## src/proc_settings.svh

```systemverilog
`ifndef PROC_SETTINGS_SVH
`define PROC_SETTINGS_SVH

// Instruction memory address width, 64 words
`define PROC_IMEM_AW 6

// Data memory address width, 32 words
`define PROC_DMEM_AW 5

// General purpose registers
`define PROC_NREGS 8

`endif

```

## src/procPkg.sv

```systemverilog
`default_nettype none

package procPkg;

   typedef enum logic [4:0] {
      opHalt = 5'b00000,
      opAddi = 5'b01000,
      opBeqz = 5'b01100,
      opBnez = 5'b01101,
      opSt   = 5'b10000,
      opLd   = 5'b10001,
      opLbi  = 5'b11000,
      opAlu  = 5'b11011
   } opcodeT;

   typedef enum logic [1:0] {
      aluAdd = 2'b00,
      aluSub = 2'b01,
      aluAnd = 2'b10,
      aluXor = 2'b11
   } aluOpT;

   // One instruction word, three field layouts
   typedef union packed {
      struct packed {
         opcodeT     opcode;
         logic [2:0] rs;
         logic [2:0] rt;
         logic [2:0] rd;
         aluOpT      func;
      } rForm;
      struct packed {
         opcodeT     opcode;
         logic [2:0] rs;
         logic [2:0] rd;
         logic [4:0] imm;
      } iForm;
      struct packed {
         opcodeT     opcode;
         logic [2:0] rs;
         logic [7:0] imm;
      } bForm;
   } instrT;

   typedef struct packed {
      aluOpT aluOp;
      logic  useImm;
      logic  passImm;   // result is the immediate itself (LBI)
      logic  regWrt;
      logic  memRead;
      logic  memWrt;
      logic  branch;
      logic  brNotZero;
      logic  halt;
   } ctrlT;

endpackage

`default_nettype wire

```

## src/pipeIfs.sv

```systemverilog
`timescale 1ns/1ps
`default_nettype none

interface decodeExecIf;
   logic                 valid;
   procPkg::ctrlT        ctrl;
   logic [2:0]           rs;
   logic [2:0]           rt;
   logic [2:0]           rd;
   logic [15:0]          opA;
   logic [15:0]          opB;
   logic [15:0]          imm;
   logic [15:0]          pcInc;

   modport src (output valid, ctrl, rs, rt, rd, opA, opB, imm, pcInc);
   modport dst (input valid, ctrl, rs, rt, rd, opA, opB, imm, pcInc);
endinterface

interface execMemIf;
   logic          valid;
   procPkg::ctrlT ctrl;
   logic [2:0]    rd;
   // ALU result, or the effective address for loads and stores
   logic [15:0]   result;
   logic [15:0]   storeData;

   modport src (output valid, ctrl, rd, result, storeData);
   modport dst (input valid, ctrl, rd, result, storeData);
endinterface

`default_nettype wire

```

## src/decode.sv

```systemverilog
`timescale 1ns/1ps
`default_nettype none
`include "proc_settings.svh"

module decode (
   input  wire                 clk,
   input  wire                 rst,
   input  procPkg::instrT      instrD,
   input  wire [15:0]          pcIncD,
   input  wire                 validD,
   input  wire                 redirect,
   input  wire                 wbValid,
   input  wire                 wbRegWrt,
   input  wire [2:0]           wbRd,
   input  wire [15:0]          wbData,
   output logic                stall,
   output logic                err,
   decodeExecIf.src            dx
);

   logic [15:0]      regs [`PROC_NREGS];
   procPkg::opcodeT  opcode;
   procPkg::ctrlT    ctrl;
   logic [2:0]       rsSel;
   logic [2:0]       rtSel;
   logic [2:0]       rdSel;
   logic [15:0]      imm;
   logic             illegal;
   logic             wbHit;
   logic             accept;
   logic             haltSeen;

   assign opcode = instrD.rForm.opcode;
   assign rsSel  = instrD.rForm.rs;
   // A store's data register sits in the same bits as rt
   assign rtSel  = instrD.rForm.rt;

   always_comb begin
      ctrl       = '0;
      ctrl.aluOp = procPkg::aluAdd;
      rdSel      = instrD.rForm.rd;
      imm        = {{11{instrD.iForm.imm[4]}}, instrD.iForm.imm};
      illegal    = 1'b0;
      case (opcode)
         procPkg::opAlu: begin
            ctrl.aluOp  = instrD.rForm.func;
            ctrl.regWrt = 1'b1;
         end
         procPkg::opAddi: begin
            ctrl.useImm = 1'b1;
            ctrl.regWrt = 1'b1;
            rdSel       = instrD.iForm.rd;
         end
         procPkg::opLbi: begin
            ctrl.passImm = 1'b1;
            ctrl.regWrt  = 1'b1;
            rdSel        = instrD.bForm.rs;
            imm          = {{8{instrD.bForm.imm[7]}}, instrD.bForm.imm};
         end
         procPkg::opLd: begin
            ctrl.useImm  = 1'b1;
            ctrl.regWrt  = 1'b1;
            ctrl.memRead = 1'b1;
            rdSel        = instrD.iForm.rd;
         end
         procPkg::opSt: begin
            ctrl.useImm = 1'b1;
            ctrl.memWrt = 1'b1;
         end
         procPkg::opBeqz, procPkg::opBnez: begin
            ctrl.branch    = 1'b1;
            ctrl.brNotZero = (opcode == procPkg::opBnez);
            imm            = {{8{instrD.bForm.imm[7]}}, instrD.bForm.imm};
         end
         procPkg::opHalt: ctrl.halt = 1'b1;
         default:         illegal   = 1'b1;
      endcase
   end

   // Load in execute feeding this instruction
   assign stall = validD && dx.valid && dx.ctrl.memRead &&
                  ((dx.rd == rsSel) || (dx.rd == rtSel));

   // Nothing past a HALT is allowed into execute
   assign accept = validD && !stall && !redirect && !haltSeen;
   assign wbHit  = wbValid && wbRegWrt;

   always_ff @(posedge clk) begin
      if (rst) begin
         for (int i = 0; i < `PROC_NREGS; i++) begin
            regs[i] <= '0;
         end
      end else if (wbHit) begin
         regs[wbRd] <= wbData;
      end
   end

   always_ff @(posedge clk) begin
      if (rst) begin
         dx.valid <= 1'b0;
         haltSeen <= 1'b0;
         err      <= 1'b0;
      end else begin
         dx.valid <= accept;
         haltSeen <= haltSeen || (accept && ctrl.halt);
         err      <= err || (accept && illegal);
      end
   end

   always_ff @(posedge clk) begin
      dx.ctrl  <= ctrl;
      dx.rs    <= rsSel;
      dx.rt    <= rtSel;
      dx.rd    <= rdSel;
      dx.opA   <= (wbHit && wbRd == rsSel) ? wbData : regs[rsSel];
      dx.opB   <= (wbHit && wbRd == rtSel) ? wbData : regs[rtSel];
      dx.imm   <= imm;
      dx.pcInc <= pcIncD;
   end

endmodule

`default_nettype wire

```

## src/execute.sv

```systemverilog
`timescale 1ns/1ps
`default_nettype none

module execute (
   input  wire          clk,
   input  wire          rst,
   decodeExecIf.dst     dx,
   input  wire [2:0]    memRd,
   input  wire [15:0]   memResult,
   input  wire          memRegWrt,
   input  wire          memValid,
   input  wire          wbValid,
   input  wire          wbRegWrt,
   input  wire [2:0]    wbRd,
   input  wire [15:0]   wbData,
   output logic         redirect,
   output logic [15:0]  target,
   execMemIf.src        em
);

   logic        memHit;
   logic        wbHit;
   logic [15:0] srcA;
   logic [15:0] srcB;
   logic [15:0] aluB;
   logic [15:0] aluOut;
   logic [15:0] result;

   // memRegWrt is already low for loads
   assign memHit = memValid && memRegWrt;
   assign wbHit  = wbValid && wbRegWrt;

   // Newest producer wins
   assign srcA = (memHit && memRd == dx.rs) ? memResult :
                 (wbHit && wbRd == dx.rs)   ? wbData    : dx.opA;
   assign srcB = (memHit && memRd == dx.rt) ? memResult :
                 (wbHit && wbRd == dx.rt)   ? wbData    : dx.opB;

   assign aluB = dx.ctrl.useImm ? dx.imm : srcB;

   always_comb begin
      case (dx.ctrl.aluOp)
         procPkg::aluAdd: aluOut = srcA + aluB;
         procPkg::aluSub: aluOut = srcA - aluB;
         procPkg::aluAnd: aluOut = srcA & aluB;
         default:         aluOut = srcA ^ aluB;
      endcase
   end

   assign result = dx.ctrl.passImm ? dx.imm : aluOut;

   // BEQZ taken on zero, BNEZ on nonzero
   assign redirect = dx.valid && dx.ctrl.branch &&
                     ((srcA == 16'd0) ^ dx.ctrl.brNotZero);
   assign target   = dx.pcInc + dx.imm;

   always_ff @(posedge clk) begin
      if (rst) begin
         em.valid <= 1'b0;
      end else begin
         em.valid <= dx.valid;
      end
   end

   always_ff @(posedge clk) begin
      em.ctrl      <= dx.ctrl;
      em.rd        <= dx.rd;
      em.result    <= result;
      em.storeData <= srcB;
   end

endmodule

`default_nettype wire

```

## src/fetch.sv

```systemverilog
`timescale 1ns/1ps
`default_nettype none
`include "proc_settings.svh"

module fetch (
   input  wire                      clk,
   input  wire                      rst,
   input  wire                      imemWrEn,
   input  wire [`PROC_IMEM_AW-1:0]  imemAddr,
   input  wire [15:0]               imemData,
   input  wire                      stall,
   input  wire                      halted,
   input  wire                      redirect,
   input  wire [15:0]               target,
   output procPkg::instrT           instrD,
   output logic [15:0]              pcIncD,
   output logic                     validD
);

   logic [15:0]              imem [2**`PROC_IMEM_AW];
   logic [`PROC_IMEM_AW-1:0] pc;
   logic [`PROC_IMEM_AW-1:0] pcPlusOne;

   assign pcPlusOne = pc + 1'b1;

   // Program load happens only while the core is held in reset
   always_ff @(posedge clk) begin
      if (rst && imemWrEn) begin
         imem[imemAddr] <= imemData;
      end
   end

   always_ff @(posedge clk) begin
      if (rst) begin
         pc     <= '0;
         validD <= 1'b0;
      end else if (redirect) begin
         pc     <= target[`PROC_IMEM_AW-1:0];
         validD <= 1'b0;
      end else if (!stall) begin
         if (!halted) begin
            pc <= pcPlusOne;
         end
         validD <= !halted;
      end
   end

   always_ff @(posedge clk) begin
      if (!stall) begin
         instrD <= imem[pc];
         pcIncD <= {{(16-`PROC_IMEM_AW){1'b0}}, pcPlusOne};
      end
   end

endmodule

`default_nettype wire

```

## src/memory.sv

```systemverilog
`timescale 1ns/1ps
`default_nettype none
`include "proc_settings.svh"

module memory (
   input  wire                      clk,
   input  wire                      rst,
   execMemIf.dst                    em,
   output logic [2:0]               memRd,
   output logic [15:0]              memResult,
   output logic                     memRegWrt,
   output logic                     memValid,
   output logic                     wbValid,
   output logic                     wbRegWrt,
   output logic [2:0]               wbRd,
   output logic [15:0]              wbData,
   output logic                     storeValid,
   output logic [`PROC_DMEM_AW-1:0] storeAddr,
   output logic [15:0]              storeData,
   output logic                     halted
);

   logic [15:0] dmem [2**`PROC_DMEM_AW];
   logic [15:0] loadData;
   logic        wbHalt;

   assign memRd     = em.rd;
   assign memResult = em.result;
   assign memValid  = em.valid;
   // Load data is not ready until writeback
   assign memRegWrt = em.ctrl.regWrt && !em.ctrl.memRead;

   assign storeValid = em.valid && em.ctrl.memWrt;
   assign storeAddr  = em.result[`PROC_DMEM_AW-1:0];
   assign storeData  = em.storeData;
   assign loadData   = dmem[storeAddr];

   // Data memory starts out zeroed
   always_ff @(posedge clk) begin
      if (rst) begin
         for (int i = 0; i < 2**`PROC_DMEM_AW; i++) begin
            dmem[i] <= '0;
         end
      end else if (storeValid) begin
         dmem[storeAddr] <= storeData;
      end
   end

   always_ff @(posedge clk) begin
      if (rst) begin
         wbValid <= 1'b0;
         halted  <= 1'b0;
      end else begin
         wbValid <= em.valid;
         halted  <= halted || (wbValid && wbHalt);
      end
   end

   always_ff @(posedge clk) begin
      wbRegWrt <= em.ctrl.regWrt;
      wbRd     <= em.rd;
      wbData   <= em.ctrl.memRead ? loadData : em.result;
      wbHalt   <= em.ctrl.halt;
   end

endmodule

`default_nettype wire

```

## src/proc.sv

```systemverilog
`timescale 1ns/1ps
`default_nettype none
`include "proc_settings.svh"

module proc (
   input  wire                      clk,
   input  wire                      rst,
   input  wire                      imemWrEn,
   input  wire [`PROC_IMEM_AW-1:0]  imemAddr,
   input  wire [15:0]               imemData,
   output wire                      err,
   output wire                      halted,
   output wire                      commitValid,
   output wire [2:0]                commitReg,
   output wire [15:0]               commitData,
   output wire                      storeValid,
   output wire [`PROC_DMEM_AW-1:0]  storeAddr,
   output wire [15:0]               storeData
);

   procPkg::instrT instrD;
   wire [15:0]     pcIncD;
   wire            validD;
   wire            stall;
   wire            redirect;
   wire [15:0]     target;

   wire [2:0]      memRd;
   wire [15:0]     memResult;
   wire            memRegWrt;
   wire            memValid;
   wire            wbValid;
   wire            wbRegWrt;
   wire [2:0]      wbRd;
   wire [15:0]     wbData;

   decodeExecIf dxIf ();
   execMemIf    emIf ();

   fetch fetchStage (
      .clk(clk), .rst(rst), .imemWrEn(imemWrEn), .imemAddr(imemAddr),
      .imemData(imemData), .stall(stall), .halted(halted), .redirect(redirect),
      .target(target), .instrD(instrD), .pcIncD(pcIncD), .validD(validD)
   );

   decode decodeStage (
      .clk(clk), .rst(rst), .instrD(instrD), .pcIncD(pcIncD), .validD(validD),
      .redirect(redirect), .wbValid(wbValid), .wbRegWrt(wbRegWrt), .wbRd(wbRd),
      .wbData(wbData), .stall(stall), .err(err), .dx(dxIf.src)
   );

   execute executeStage (
      .clk(clk), .rst(rst), .dx(dxIf.dst), .memRd(memRd), .memResult(memResult),
      .memRegWrt(memRegWrt), .memValid(memValid), .wbValid(wbValid),
      .wbRegWrt(wbRegWrt), .wbRd(wbRd), .wbData(wbData), .redirect(redirect),
      .target(target), .em(emIf.src)
   );

   memory memoryStage (
      .clk(clk), .rst(rst), .em(emIf.dst), .memRd(memRd), .memResult(memResult),
      .memRegWrt(memRegWrt), .memValid(memValid), .wbValid(wbValid),
      .wbRegWrt(wbRegWrt), .wbRd(wbRd), .wbData(wbData), .storeValid(storeValid),
      .storeAddr(storeAddr), .storeData(storeData), .halted(halted)
   );

   assign commitValid = wbValid & wbRegWrt;
   assign commitReg   = wbRd;
   assign commitData  = wbData;

endmodule

`default_nettype wire

```

## config.mk

```make
export PLATFORM = sky130hd
export DESIGN_NAME = proc
export DESIGN_NICKNAME = d
export VERILOG_FILES = /design/src/procPkg.sv /design/src/pipeIfs.sv /design/src/decode.sv /design/src/execute.sv /design/src/fetch.sv /design/src/memory.sv /design/src/proc.sv
export VERILOG_INCLUDE_DIRS = /design/src /design/src/src
export SDC_FILE = /design/constraint.sdc
export NUM_CORES = 2
export LEC_CHECK = 0
export ABC_AREA = 1
export BUFFER_PORTS_ARGS = -buffer_cell sky130_fd_sc_hd__buf_4
export CORE_MARGIN = 2
export CORE_UTILIZATION = 30
export DETAILED_ROUTE_END_ITERATION = 16
export HOLD_SLACK_MARGIN = 0.15
export MAX_ROUTING_LAYER = met4
export RECOVER_POWER = 25
export REMOVE_ABC_BUFFERS = 1
export SETUP_SLACK_MARGIN = 0.05
export SYNTH_ARGS = -nofsm -noshare
export SYNTH_HDL_FRONTEND = slang
export SYNTH_SLANG_ARGS = --single-unit
```

## constraint.sdc

```tcl
create_clock -name clk -period 4.1 [get_ports clk]
set_clock_uncertainty 0.1 [all_clocks]
set_input_delay 0.82 -clock clk [delete_from_list [all_inputs] [get_ports clk]]
set_output_delay 0.82 -clock clk [all_outputs]
set_load 0.05 [all_outputs]
```

### Word level (Yosys, flattened, before mapping)

Memory sizes are Yosys's and may differ from the RTL's. A register that Yosys moved wholly into a read port is not among the register bits.
Index checks and enable logic that the tools add are counted.

* output and inout bits: 44
* bits in writable memories: 1664
* bits in registers: 152
* memories: 3
* input port bits: 25

Memory list
* fetchStage.imem: depth 64, width 16, read ports 1, clocked after Yosys merged registers in 1, write ports 1, RTL line fetch.sv:20 `` logic [15:0] imem [2**`PROC_IMEM_AW]; ``
* memoryStage.dmem: depth 32, width 16, read ports 1, clocked after Yosys merged registers in 1, write ports 32, RTL line memory.sv:23 `` logic [15:0] dmem [2**`PROC_DMEM_AW]; ``
* decodeStage.regs: depth 8, width 16, read ports 2, clocked after Yosys merged registers in 0, write ports 8, RTL line decode.sv:21 `` logic [15:0] regs [`PROC_NREGS]; ``

* add/sub/neg operators: 4
* eq/ne operators: 19
* reductions and logical operators: 45
* bitwise operators: 4
* multiplexer cells: 39

Operator list (count)
* $mux 16: 12
* $pmux 16 s3: 1
* $reduce_or 16->1: 2
* $eq 3x3->1: 8
* $logic_and 1x1->1: 22
* $eq 5x5->1 const B: 4
* $mux 1: 19
* $mux 6: 3
* $add 16x16->16: 1
* $and 16x16->16: 1
* $logic_not 16->1: 1
* $sub 16x16->16: 1
* $xor 16x16->16: 1
* $eq 5x4->1 const B: 3
* $reduce_or 8->1: 1
* $add 6x1->6 const B: 1
* $add 6x6->6: 1
* $logic_not 1->1: 6
* $pmux 3 s2: 1
* $reduce_or 2->1: 3
* $reduce_or 3->1: 2
* $logic_not 5->1: 1
* $mux 5: 1
* $logic_or 1x1->1: 4
* 11 further kinds: 11

### Longest topological paths before layout

* depth after elaboration: 13
* mapped depth: 32

### Hierarchy

Synthesis repeated with hierarchy kept, for this count alone.

* cells, all modules: 8287
* area total of the unflattened synthesis: 81848.5 µm²

By module, submodules not included
* fetch: area an instance 43086.3 µm², seq. area each 31550.3 µm², cells an instance 3794, times used 1
* memory: area an instance 24574.8 µm², seq. area each 15835.2 µm², cells an instance 2759, times used 1
* decode: area an instance 9421.5 µm², seq. area each 5405.2 µm², cells an instance 1014, times used 1
* execute: area an instance 4758.3 µm², seq. area each 920.9 µm², cells an instance 718, times used 1
* proc: area an instance 7.5 µm², seq. area each 0.0 µm², cells an instance 2, times used 1

### Least setup slack after synthesis

Ideal clock, no wire load.

* path type: reg2reg
* start point: reg memoryStage.wbRd[1]
* end point: reg executeStage.em.result[12]
* path slack: -195 ps
* clock period less this slack: 4295 ps
* stages on the path, launching flop included: 32
* path buffers: 1
* arrival time: 4073 ps
* cell sequence: dfxtp_1 > buf_6 > inv_2 > nand2_1 > nand2_1 > nor2_4 > nand3_1 > nand3_1 > o211ai_1 > nand2_1 > inv_1 > ha_1 > or2_2 > o21ai_0 > inv_1 > fa_1 > inv_1 > nand3_1 > nand2_1 > nand2_1 > nand2_1 > a21oi_1 > o21ai_0 > inv_1 > nor2_1 > nor2_1 > o21ai_0 > nand2_1 > nand2_1 > nor2_1 > o21ai_0 > nand2_1

* cells in the longest elaborated chain, start to end: 8

Ends and longest elaborated chain
* start, declared: RTL line memory.sv:15 `output logic [2:0] wbRd,`
* start signal, assigned: RTL line memory.sv:61 `wbRd <= em.rd;`
* $eq 3x3->1: RTL line execute.sv:37 `(wbHit && wbRd == dx.rt) ? wbData : dx.opB;`
* $logic_and 1x1->1: RTL line execute.sv:37
* $mux 16: RTL line execute.sv:37
* $mux 16: RTL line execute.sv:36 `assign srcB = (memHit && memRd == dx.rt) ? memResult :`
* $mux 16: RTL line execute.sv:39 `assign aluB = dx.ctrl.useImm ? dx.imm : srcB;`
* $sub 16x16->16, or another cell as far along: RTL line execute.sv:44 `procPkg::aluSub: aluOut = srcA - aluB;`
* $pmux 16 s3 (*): RTL line execute.sv:42 `case (dx.ctrl.aluOp)`
* $mux 16 (*): RTL line execute.sv:50 `assign result = dx.ctrl.passImm ? dx.imm : aluOut;`
* named net executeStage.result[12]: RTL line execute.sv:27 `logic [15:0] result;`
* end, declared: RTL line pipeIfs.sv:27 `modport src (output valid, ctrl, rd, result, storeData);`

Mark *: on every way through the listed nets, which the timed path passes. The rest lies on a longest branch.
A chain may end at the register's enable or synchronous reset.

### Worst setup path after layout

* start point: reg memoryStage.wbValid
* end point: reg executeStage.em.result[13]

* cells in the longest elaborated chain, start to end: 8

Ends and longest elaborated chain
* start, declared: RTL line memory.sv:13 `output logic wbValid,`
* start signal, assigned: RTL line memory.sv:54 `wbValid <= em.valid;`
* $logic_and 1x1->1 (*): RTL line execute.sv:31 `assign wbHit = wbValid && wbRegWrt;`
* $logic_and 1x1->1: RTL line execute.sv:37
* $mux 16: RTL line execute.sv:37
* $mux 16: RTL line execute.sv:36
* $mux 16: RTL line execute.sv:39
* $sub 16x16->16, or another cell as far along: RTL line execute.sv:44
* $pmux 16 s3 (*): RTL line execute.sv:42
* $mux 16 (*): RTL line execute.sv:50
* named net executeStage.result[13]: RTL line execute.sv:27

Marks and branches as above.

==> reports/qor.yml <==
pwr:
  p_per_area_nw_per_um2: 588
  ir_worst_vdd_mv: 0.411
  fin_total_pwr_w: 0.0514
  p_leak_nw: 30.3
detailed_routing:
  routed_wl_mm: 220
  final_antenna_net_count: 0
  remaining_drc_errors: 0
  wl_per_cell_um: 22.2
  vias: 51400
  drtIter0Drc: 5847
  vias_per_cell: 5.19
  firstDrtPassIters: 8
run_status:
  violations: "max-capacitance violations, max-slew violations"
  outcome: "complete, but fails checks"
final_layout:
  final_util_pct: 34.8
  layout_common_cells: "1686 x edfxtp_1, 1382 x nor2_1, 561 x nand2_1"
  mostFrequentLayoutCell: "edfxtp_1"
  syn_to_final_growth_pct: 15.2
  final-seq-area_um2: 53400
  drive_gt1_share_pct: 11.2
  finish.net_count: 6462
  fill_cells: 24500
  multi_input_area_um2: 20100
worst_setup_path:
  path_delay_family: "simple AND/OR/NAND/NOR gates"
  cp_slowest_stage_delay_ns: 0.33
  worstPathRequired_ns: 4.68
  worst_setup_path_start_kind: "flip-flop"
  critPathArrivalTime_ns: 4.41
  endpoint_kind: "flip-flop"
  crit_buf_inv: 4
  worstSetupPathType: "flip-flop to flip-flop"
  cp_slowest_cell: "dfxtp_2"
  cp_max_fo: 14
timing:
  hold_viol: 0
  fin_crit_sh_pct: 93.2
  fin_tns_setup_ns: 0
  drv_slew: 1041
  rsz0062_at_grt: "true"
  setup_viol: 0
  timing.fmax_mhz: 262
  max_slew.worst_pin.slew_ns: 3.62
  relSlewSlack_pct: -142
  fin_crit_ns: 3.82
synthesis:
  seq_area_frac_synth_pct: 70.3
  post_synth.cell_area_avg_um2: 12.1
  synth_warnings: 0
  yosysUniqueCellTypes: 63
  synth_seq_cells: 1824
  synth_top_area_share_pct: 66.7
  syn_inst: 6290
  syn_area_um2: 75900
  async_flop_share_pct: 0
  yosysTopAreaCell: "edfxtp_1"
  synth_top_flop_cell: "edfxtp_1"
  synth_edf_count: 1686
  ys_top_cells_by_area: "edfxtp_1 67%, nor2_1 6.9%, dfxtp_1 3.6%"
die:
  fp.dieH_um: 507
  ios: 69
  placementRows: 184
  fp.dieW_um: 507
  core_um2: 251000
  dieArea_um2: 257000
  initial_utilization_pct: 30.2
global_routing:
  groute.usage.overall_pct: 17.1
  grt_pass1_wl_mm: 325
  grt_pass1_vias: 49400
  antenna_found_initial: 7
  grt_max_degree: 122
  grt-ovfl-total: 0
min_path:
  worstHoldPathType: "primary input to flip-flop"
clocking:
  cts_root_buf: "clkbuf_16"
  numCtsBuffers: 187
  clk_pin_slew_ns: 0.06
  cts_buffer_depth: 3
  htreeDepth: 4
  tritoncts: "built"
  clock_sinks: 1824
  clock_latency_ns: 0.86
placed_design:
  dp_hpwl_mm: 135
  gp_congestion: 0.910
  io_buffer_count: 68
run:
  max-cap-violations: 16
[final cells by class]
cell class / count / area share [%]
sequential: 1824 / 61.1
tap: 3348 / 4.79
timing repair buffer: 375 / 3.46
clock buffer: 234 / 5.67
inverter: 219 / 0.960
antenna: 7 / 0.0200
clock inverter: 109 / 1.07
multi-input combinational: 3790 / 23.0
[per-layer routing]
metal	GRT usage, %	up-vias	routed length [um]	part of all wire [%]
met5	-	-	0	0
met4	4.59	0	5490	2.5
met3	3.01	336	17800	8.1
met2	26.4	2103	102000	46
met1	23.2	25800	94400	43
li1	-	23200	-	-
[worst register-to-register path, delay by kind of cell, from the launching register on]
kind,cells,cell delay (ns)
and+or+nand+nor,20,2.06
buffers and inverters,4,0.40
AOI/OAI and AO/OA,2,0.38
DFF,1,0.33
adders and majority gates,1,0.29
xor gates and xnor gates,1,0.16
[synth_stat cells (31+ instances only)]
cell type  instances
edfxtp_1        1686
nor2_1          1391
nand2_1          569
o21ai_0          435
clkbuf_1         382
a22oi_1          227
a21oi_1          216
inv_1            199
nand3_1          193
o32ai_1          158
dfxtp_1          138
o221ai_1         102
mux2i_1           99
o211ai_1          91
buf_1             39
ha_1              38
nand4_1           34
a221oi_1          31
[final timing paths]
path | from | end | slack (ns) | cells after the start
worst min-delay path | rst | decodeStage.err$_SDFF_PP0_ | 0.20 | 2
worst max register to register | memoryStage.wbValid$_SDFF_PP0_ | executeStage.em.result[13]$_DFF_P_ | 0.28 | 28
worst max-delay path | memoryStage.wbValid$_SDFF_PP0_ | executeStage.em.result[13]$_DFF_P_ | 0.28 | 28
worst min register to register | executeStage.em.ctrl[0]$_DFF_P_ | memoryStage.wbHalt$_DFF_P_ | 0.23 | 0
[registers in the layout (all words and copies together), names as in the netlist, 3 cells and up]
name and flops:
decodeStage.dx.imm 8, executeStage.em.storeData 16, memoryStage.wbData 16, fetchStage.instrD 16, decodeStage.dx.rt 3, decodeStage.dx.opA 16, executeStage.em.rd 3, decodeStage.dx.pcInc 6
decodeStage.dx.ctrl 10, fetchStage.imem 1024, decodeStage.dx.opB 16, fetchStage.pcIncD 6, memoryStage.wbRd 3, decodeStage.dx.rs 3, executeStage.em.result 16, executeStage.em.ctrl 4
decodeStage.regs 128, memoryStage.dmem 512, decodeStage.dx.rd 3, fetchStage.pc 6
[logic make-up (layout without fill, tap and decap cells)]
kind of cell | after synthesis | in the layout | share of synthesized area (%)
buf+inv | 676 | 937 | 3.51
compound gates | 1375 | 1375 | 12.0
xor+xnor | 41 | 41 | 0.473
simple gates | 2234 | 2234 | 11.7
flops | 1824 | 1824 | 70.3
fa+ha+maj | 40 | 40 | 0.679
other cells | 0 | 7 | 0
mux | 100 | 100 | 1.32
[metrics by stage]
stage | hold slack [ns] | setup WS (ns) | cells | cell area, um2
floorplan | 0.210 | -17.76 | 5833 | 74100
global placement | 0.212 | -0.0275 | 9546 | 81400
detailed placement | 0.216 | -0.00695 | 9546 | 81400
CTS | 0.153 | 0.0638 | 9889 | 87300
global route | 0.171 | -0.00899 | 9904 | 87400
finish | 0.200 | 0.279 | 9906 | 87400
[power breakdown]
part	leakage [nW]	internal, W	switching, W
Sequential	17.2	0.0212	0.000708
Combinational	10.2	0.00381	0.00937
Clock	2.87	0.00895	0.00740
[repair_timing]
action / CTS / global route
buffers inserted: 0 / 10
pin swaps: 0 / 32
hold buffers: 0 / 0
gates resized for setup: 2 / 60
setup endpoints to repair: 3 / 6
Power figures use the tool's default switching activity.
